$ cat src/core_cfg.svh
/*
 * core configuration
 * widths and depths shared by the out-of-order back end:
 * dispatch/issue/commit width, datapath, register and queue sizes
 */

`ifndef CORE_CFG_SVH
`define CORE_CFG_SVH

// instructions per bundle, issue slots and retire slots
`define CORE_WAYS 2
`define CORE_XLEN 32
// architectural registers
`define CORE_AREGS 8
`define CORE_ROB_DEPTH 8
`define CORE_RS_DEPTH 4
// load-immediate field
`define CORE_IMM_W 16

`endif

$ cat src/core_pkg.sv
/*
 * core types
 * opcode encoding and the packed structs that travel between
 * dispatch, reservation station, execute and reorder buffer
 */

`default_nettype none

`include "core_cfg.svh"

package core_pkg;

	typedef enum logic [2:0] {
		op_add,
		op_sub,
		op_and,
		op_xor,
		op_li
	} op_e;

	typedef logic [$clog2(`CORE_AREGS)-1:0] areg_t;
	typedef logic [$clog2(`CORE_ROB_DEPTH)-1:0] rob_tag_t;

	// decoded instruction as it arrives
	typedef struct packed {
		logic valid;
		op_e op;
		areg_t rd;
		areg_t rs1;
		areg_t rs2;
		logic [`CORE_IMM_W-1:0] imm;
	} inst_t;

	// way 0 is older than way 1
	typedef struct packed {
		inst_t [`CORE_WAYS-1:0] way;
	} dispatch_bundle_t;

	// source operand, either a value or the tag it waits on
	typedef struct packed {
		logic ready;
		rob_tag_t tag;
		logic [`CORE_XLEN-1:0] value;
	} operand_t;

	typedef struct packed {
		logic valid;
		op_e op;
		rob_tag_t tag;
		logic [`CORE_IMM_W-1:0] imm;
		operand_t [1:0] src;
	} rs_entry_t;

	// common data bus slot
	typedef struct packed {
		logic valid;
		rob_tag_t tag;
		logic [`CORE_XLEN-1:0] data;
	} cdb_t;

	// tag goes out, done and value come back
	typedef struct packed {
		rob_tag_t tag;
		logic done;
		logic [`CORE_XLEN-1:0] value;
	} rob_lookup_t;

	typedef struct packed {
		logic valid;
		areg_t rd;
		logic [`CORE_XLEN-1:0] data;
	} commit_t;

endpackage

`default_nettype wire

$ cat src/exec_unit.sv
/*
 * execute unit
 * one single-cycle ALU per issue way, result registered
 * straight onto its common data bus slot
 */

`timescale 1ns/100ps
`default_nettype none

`include "core_cfg.svh"

module exec_unit
	import core_pkg::*;
(
	input wire logic clock,
	input wire logic rst_n,
	input wire rs_entry_t [`CORE_WAYS-1:0] issue,
	output cdb_t [`CORE_WAYS-1:0] cdb
);

	logic [`CORE_WAYS-1:0] valid_q;
	rob_tag_t [`CORE_WAYS-1:0] tag_q;
	logic [`CORE_WAYS-1:0][`CORE_XLEN-1:0] data_q;
	logic [`CORE_WAYS-1:0][`CORE_XLEN-1:0] result;

	function automatic logic [`CORE_XLEN-1:0] alu(rs_entry_t e);
		case (e.op)
			op_add: return e.src[0].value + e.src[1].value;
			op_sub: return e.src[0].value - e.src[1].value;
			op_and: return e.src[0].value & e.src[1].value;
			op_xor: return e.src[0].value ^ e.src[1].value;
			// zero-extended immediate
			op_li: return {{(`CORE_XLEN - `CORE_IMM_W){1'b0}}, e.imm};
			default: return '0;
		endcase
	endfunction

	always_comb begin
		for (int w = 0; w < `CORE_WAYS; w++) begin
			result[w] = alu(issue[w]);
		end
	end

	always_ff @(posedge clock or negedge rst_n) begin
		if (!rst_n)
			valid_q <= '0;
		else
			for (int w = 0; w < `CORE_WAYS; w++) begin
				valid_q[w] <= issue[w].valid;
			end
	end

	// tag and data follow the issue slot unconditionally
	always_ff @(posedge clock) begin
		for (int w = 0; w < `CORE_WAYS; w++) begin
			tag_q[w] <= issue[w].tag;
			data_q[w] <= result[w];
		end
	end

	always_comb begin
		for (int w = 0; w < `CORE_WAYS; w++) begin
			cdb[w].valid = valid_q[w];
			cdb[w].tag = tag_q[w];
			cdb[w].data = data_q[w];
		end
	end

endmodule

`default_nettype wire

$ cat config.mk
export PLATFORM = sky130hd
export DESIGN_NAME = exec_unit
export DESIGN_NICKNAME = d
export VERILOG_FILES = /design/src/core_pkg.sv /design/src/exec_unit.sv
export VERILOG_INCLUDE_DIRS = /design/src /design/src/src
export SDC_FILE = /design/constraint.sdc
export NUM_CORES = 1
export LEC_CHECK = 0
export BUFFER_PORTS_ARGS = -buffer_cell sky130_fd_sc_hd__buf_2
export CAP_MARGIN = 20
export CELL_PAD_IN_SITES_DETAIL_PLACEMENT = 0
export CELL_PAD_IN_SITES_GLOBAL_PLACEMENT = 2
export CORE_MARGIN = 8
export CORE_UTILIZATION = 32
export CTS_CLUSTER_SIZE = 20
export DETAILED_ROUTE_END_ITERATION = 12
export GPL_TIMING_DRIVEN = 0
export PLACE_DENSITY_LB_ADDON = 0.1
export REMOVE_ABC_BUFFERS = 1
export SYNTH_ARGS = -nofsm -noshare
export SYNTH_HDL_FRONTEND = slang
export SYNTH_SLANG_ARGS = --single-unit
$ cat constraint.sdc
create_clock -name clock -period 1.3 [get_ports clock]
set_input_delay 0.325 -clock clock [delete_from_list [all_inputs] [get_ports clock]]
set_output_delay 0.325 -clock clock [all_outputs]
set_load 0.05 [all_outputs]
==> flow_summary.json <==
{
  "power.switching_mw": 5.585,
  "hold_path_class": "input pin to flip-flop",
  "post-place-ws_ns": -4.340,
  "criticalPathCategory": "input pin to flip-flop",
  "clock-sinks": 72,
  "dr.pass1.iters": 5,
  "setup_viol": 62,
  "vias": 9461,
  "gp_congestion": 0.8055,
  "rsz0062_at_grt": "yes",
  "cts_buffers": 9,
  "synth-async-reset-ratio": 0.02778,
  "htree_levels": 3,
  "grt.total_usage": 0.2161,
  "wl_um": 36280,
  "worst_ep_arrival_time_ns": 3.82,
  "drt_iter0_drc": 430,
  "start_util": 0.3261,
  "final.period_utilization": 2.777,
  "grt_max_degree": 20,
  "final_nets": 1741,
  "dpl.hpwl_um": 24140,
  "netlist_area_um2": 8498,
  "cts_root_buffer": "clkbuf_16",
  "die_h_um": 179.0,
  "ios": 264,
  "intPower_mw": 7.456,
  "power_density_nw_per_um2": 935.2,
  "max-slew-margin-rel": 0.2669,
  "die_area_um2": 32030,
  "fp.dieW_um": 179.0,
  "worst-endpoint-required_ns": 1.51,
  "gr-total-overflow": 0,
  "drc": 0,
  "endpoint_kind": "flip-flop",
  "ys_types": 77,
  "finalHoldViolations": 0,
  "synth_edf_count": 0,
  "n_antenna_cell": 0,
  "antenna_found_initial": 5,
  "area_growth_pct": 64.09,
  "core_um2": 26060,
  "pwr-share-comb": 0.596,
  "pwr-share-clk": 0.208,
  "drive_gt1_frac": 0.4831,
  "grt_pass1_wl_um": 54120,
  "fmax_mhz": 277.0,
  "postSynthAreaPerCell_um2": 8.156,
  "slew_violations": 0,
  "cts_tree": "built",
  "ys_seq_area_frac": 0.1708,
  "port_buffers": 247,
  "worstMarginPinSlew_ns": 1.100,
  "vias_per_cell": 5.379,
  "fill_cells": 2431,
  "ir_drop_v": 0.0004939,
  "ys_seq_elements": 72,
  "drv_cap": 0,
  "ys_warn_count": 0,
  "seqPwrFrac": 0.196,
  "p_leak_nw": 6.426,
  "cts.clk_slew.worst_paths_ns": 0.06,
  "ant_nets": 0,
  "row_count": 59,
  "swShare": 0.4283,
  "fin_crit_ns": 3.610,
  "cp_max_fo": 4,
  "post_drt_wl_per_cell_um": 20.62,
  "hold_path_depth": 1,
  "ys.flop_type": "dfxtp_1",
  "start_kind": "input pin",
  "status": "finished, violations left",
  "stdcell_area_um2": 13940,
  "violations": "setup timing",
  "place_area_um2": 10010,
  "max-clock-path-buffers": 2,
  "fin_ws_ns": -2.310,
  "grt_pass1_vias": 9801,
  "netlist_instances": 1042
}
## critical path, stage by stage
cell	delay, ns
buf_8	0.09
or3_4	0.37
or3_4	0.43
o21ai_2	0.14
xor2_1	0.16
ha_1	0.27
a2111o_1	0.46
a211oi_4	0.26
o31ai_4	0.12
a221o_1	0.43
a311oi_4	0.33
buf_4	0.19
xor2_1	0.15
a21oi_1	0.08
## sequential cells by signal, indices dropped and copies added (netlist names)
| signal | count |
|---|---|
| cdb | 70 |
| valid_q | 2 |
## final timing paths
| check | startpoint | to | slack, ns |
|---|---|---|---|
| min in group asynchronous | rst_n | valid_q[0] | 0.30 |
| max in group asynchronous | rst_n | valid_q[1] | 0.90 |
| max | issue[41] | cdb[25] | -2.31 |
| min | issue[89] | cdb[33] | 0.08 |
## logic make-up (layout without fill, tap and decap cells)
group / count (synthesis) / after routing / synth area share
AOI/OAI and AO/OA: 321 / 321 / 0.2565
adders and majority gates: 130 / 130 / 0.1932
and+or+nand+nor: 282 / 283 / 0.1659
xor gates and xnor gates: 104 / 104 / 0.1072
buffers and inverters: 71 / 452 / 0.03254
DFF: 72 / 72 / 0.1708
muxes: 62 / 62 / 0.07391
## per-layer routing
metal | vias to the layer above | global-route usage | wire length, um
met5 | - | 0 | 56
met4 | 10 | 0.04134 | 418
met3 | 33 | 0.04549 | 2155
met2 | 215 | 0.3547 | 17150
met1 | 4522 | 0.2880 | 16490
li1 | 4681 | - | -
## cell usage after synthesis (18+ instances only)
master,n,share of area
a21o_1,30,0.027
a21oi_1,79,0.047
clkbuf_1,30,0.013
dfxtp_1,70,0.16
ha_1,128,0.19
inv_1,24,0.011
mux2i_1,56,0.066
nand2_1,62,0.027
nand3_1,22,0.013
nor2_1,78,0.034
nor3_1,18,0.011
o21ai_0,48,0.028
xnor2_1,52,0.054
xor2_1,52,0.054
## per-stage QoR
step                TNS [ns]  power (mW)  utilization  cells  hold slack, ns
finish               -101.24       13.04       0.5351   1759         0.07586
global route         -108.17       13.78       0.5351   1759         0.06842
CTS                   -99.47       12.20       0.4855   1701         0.05933
detailed placement   -218.55       7.937       0.3840   1583          0.1133
global placement     -220.41       7.946       0.3831   1581          0.1104
floorplan            -108.98       6.343            -    999         0.02941
## layout by cell type (no fill, tap or decap), types with 37 or more instances in the layout
cell type	Yosys	routed
xnor2_1	52	37
buf_4	0	120
nand2_1	62	47
buf_2	2	224
a21oi_1	79	48
dfxtp_1	70	70
xor2_1	52	42
mux2i_1	56	56
buf_6	1	41
nor2_1	78	60
ha_1	128	103
## cell type report
cell class	count	area, um2	area share
inverters	28	120.1	0.008614
well taps	335	419.2	0.03006
flip-flops and latches	72	1451	0.1041
clock inverters	3	40.04	0.002871
clock buffers	13	260.3	0.01866
multi-input cells	900	8642	0.6197
repair buffers	408	3012	0.2160
## power by group through the flow
stage,sequential [mW],clock [mW],combinational (mW)
2_1_floorplan,3.61,0,2.73
3_3_place_gp,2.60,0,5.35
3_5_place_dp,2.60,0,5.34
4_1_cts,2.55,2.82,6.83
5_1_grt,2.58,2.87,8.33
6_report,2.55,2.72,7.77
## what timing repair did
| action | in CTS | in global routing |
|---|---|---|
| hold buffers | 1 | 0 |
| gates resized for setup | 318 | 163 |
| pin swaps | 164 | 160 |
| cloned | 8 | 0 |
| setup buffers | 94 | 61 |
| endpoints found under the hold margin | 2 | 0 |
| setup endpoints to repair | 64 | 65 |
(Power assumes the default switching activity.)
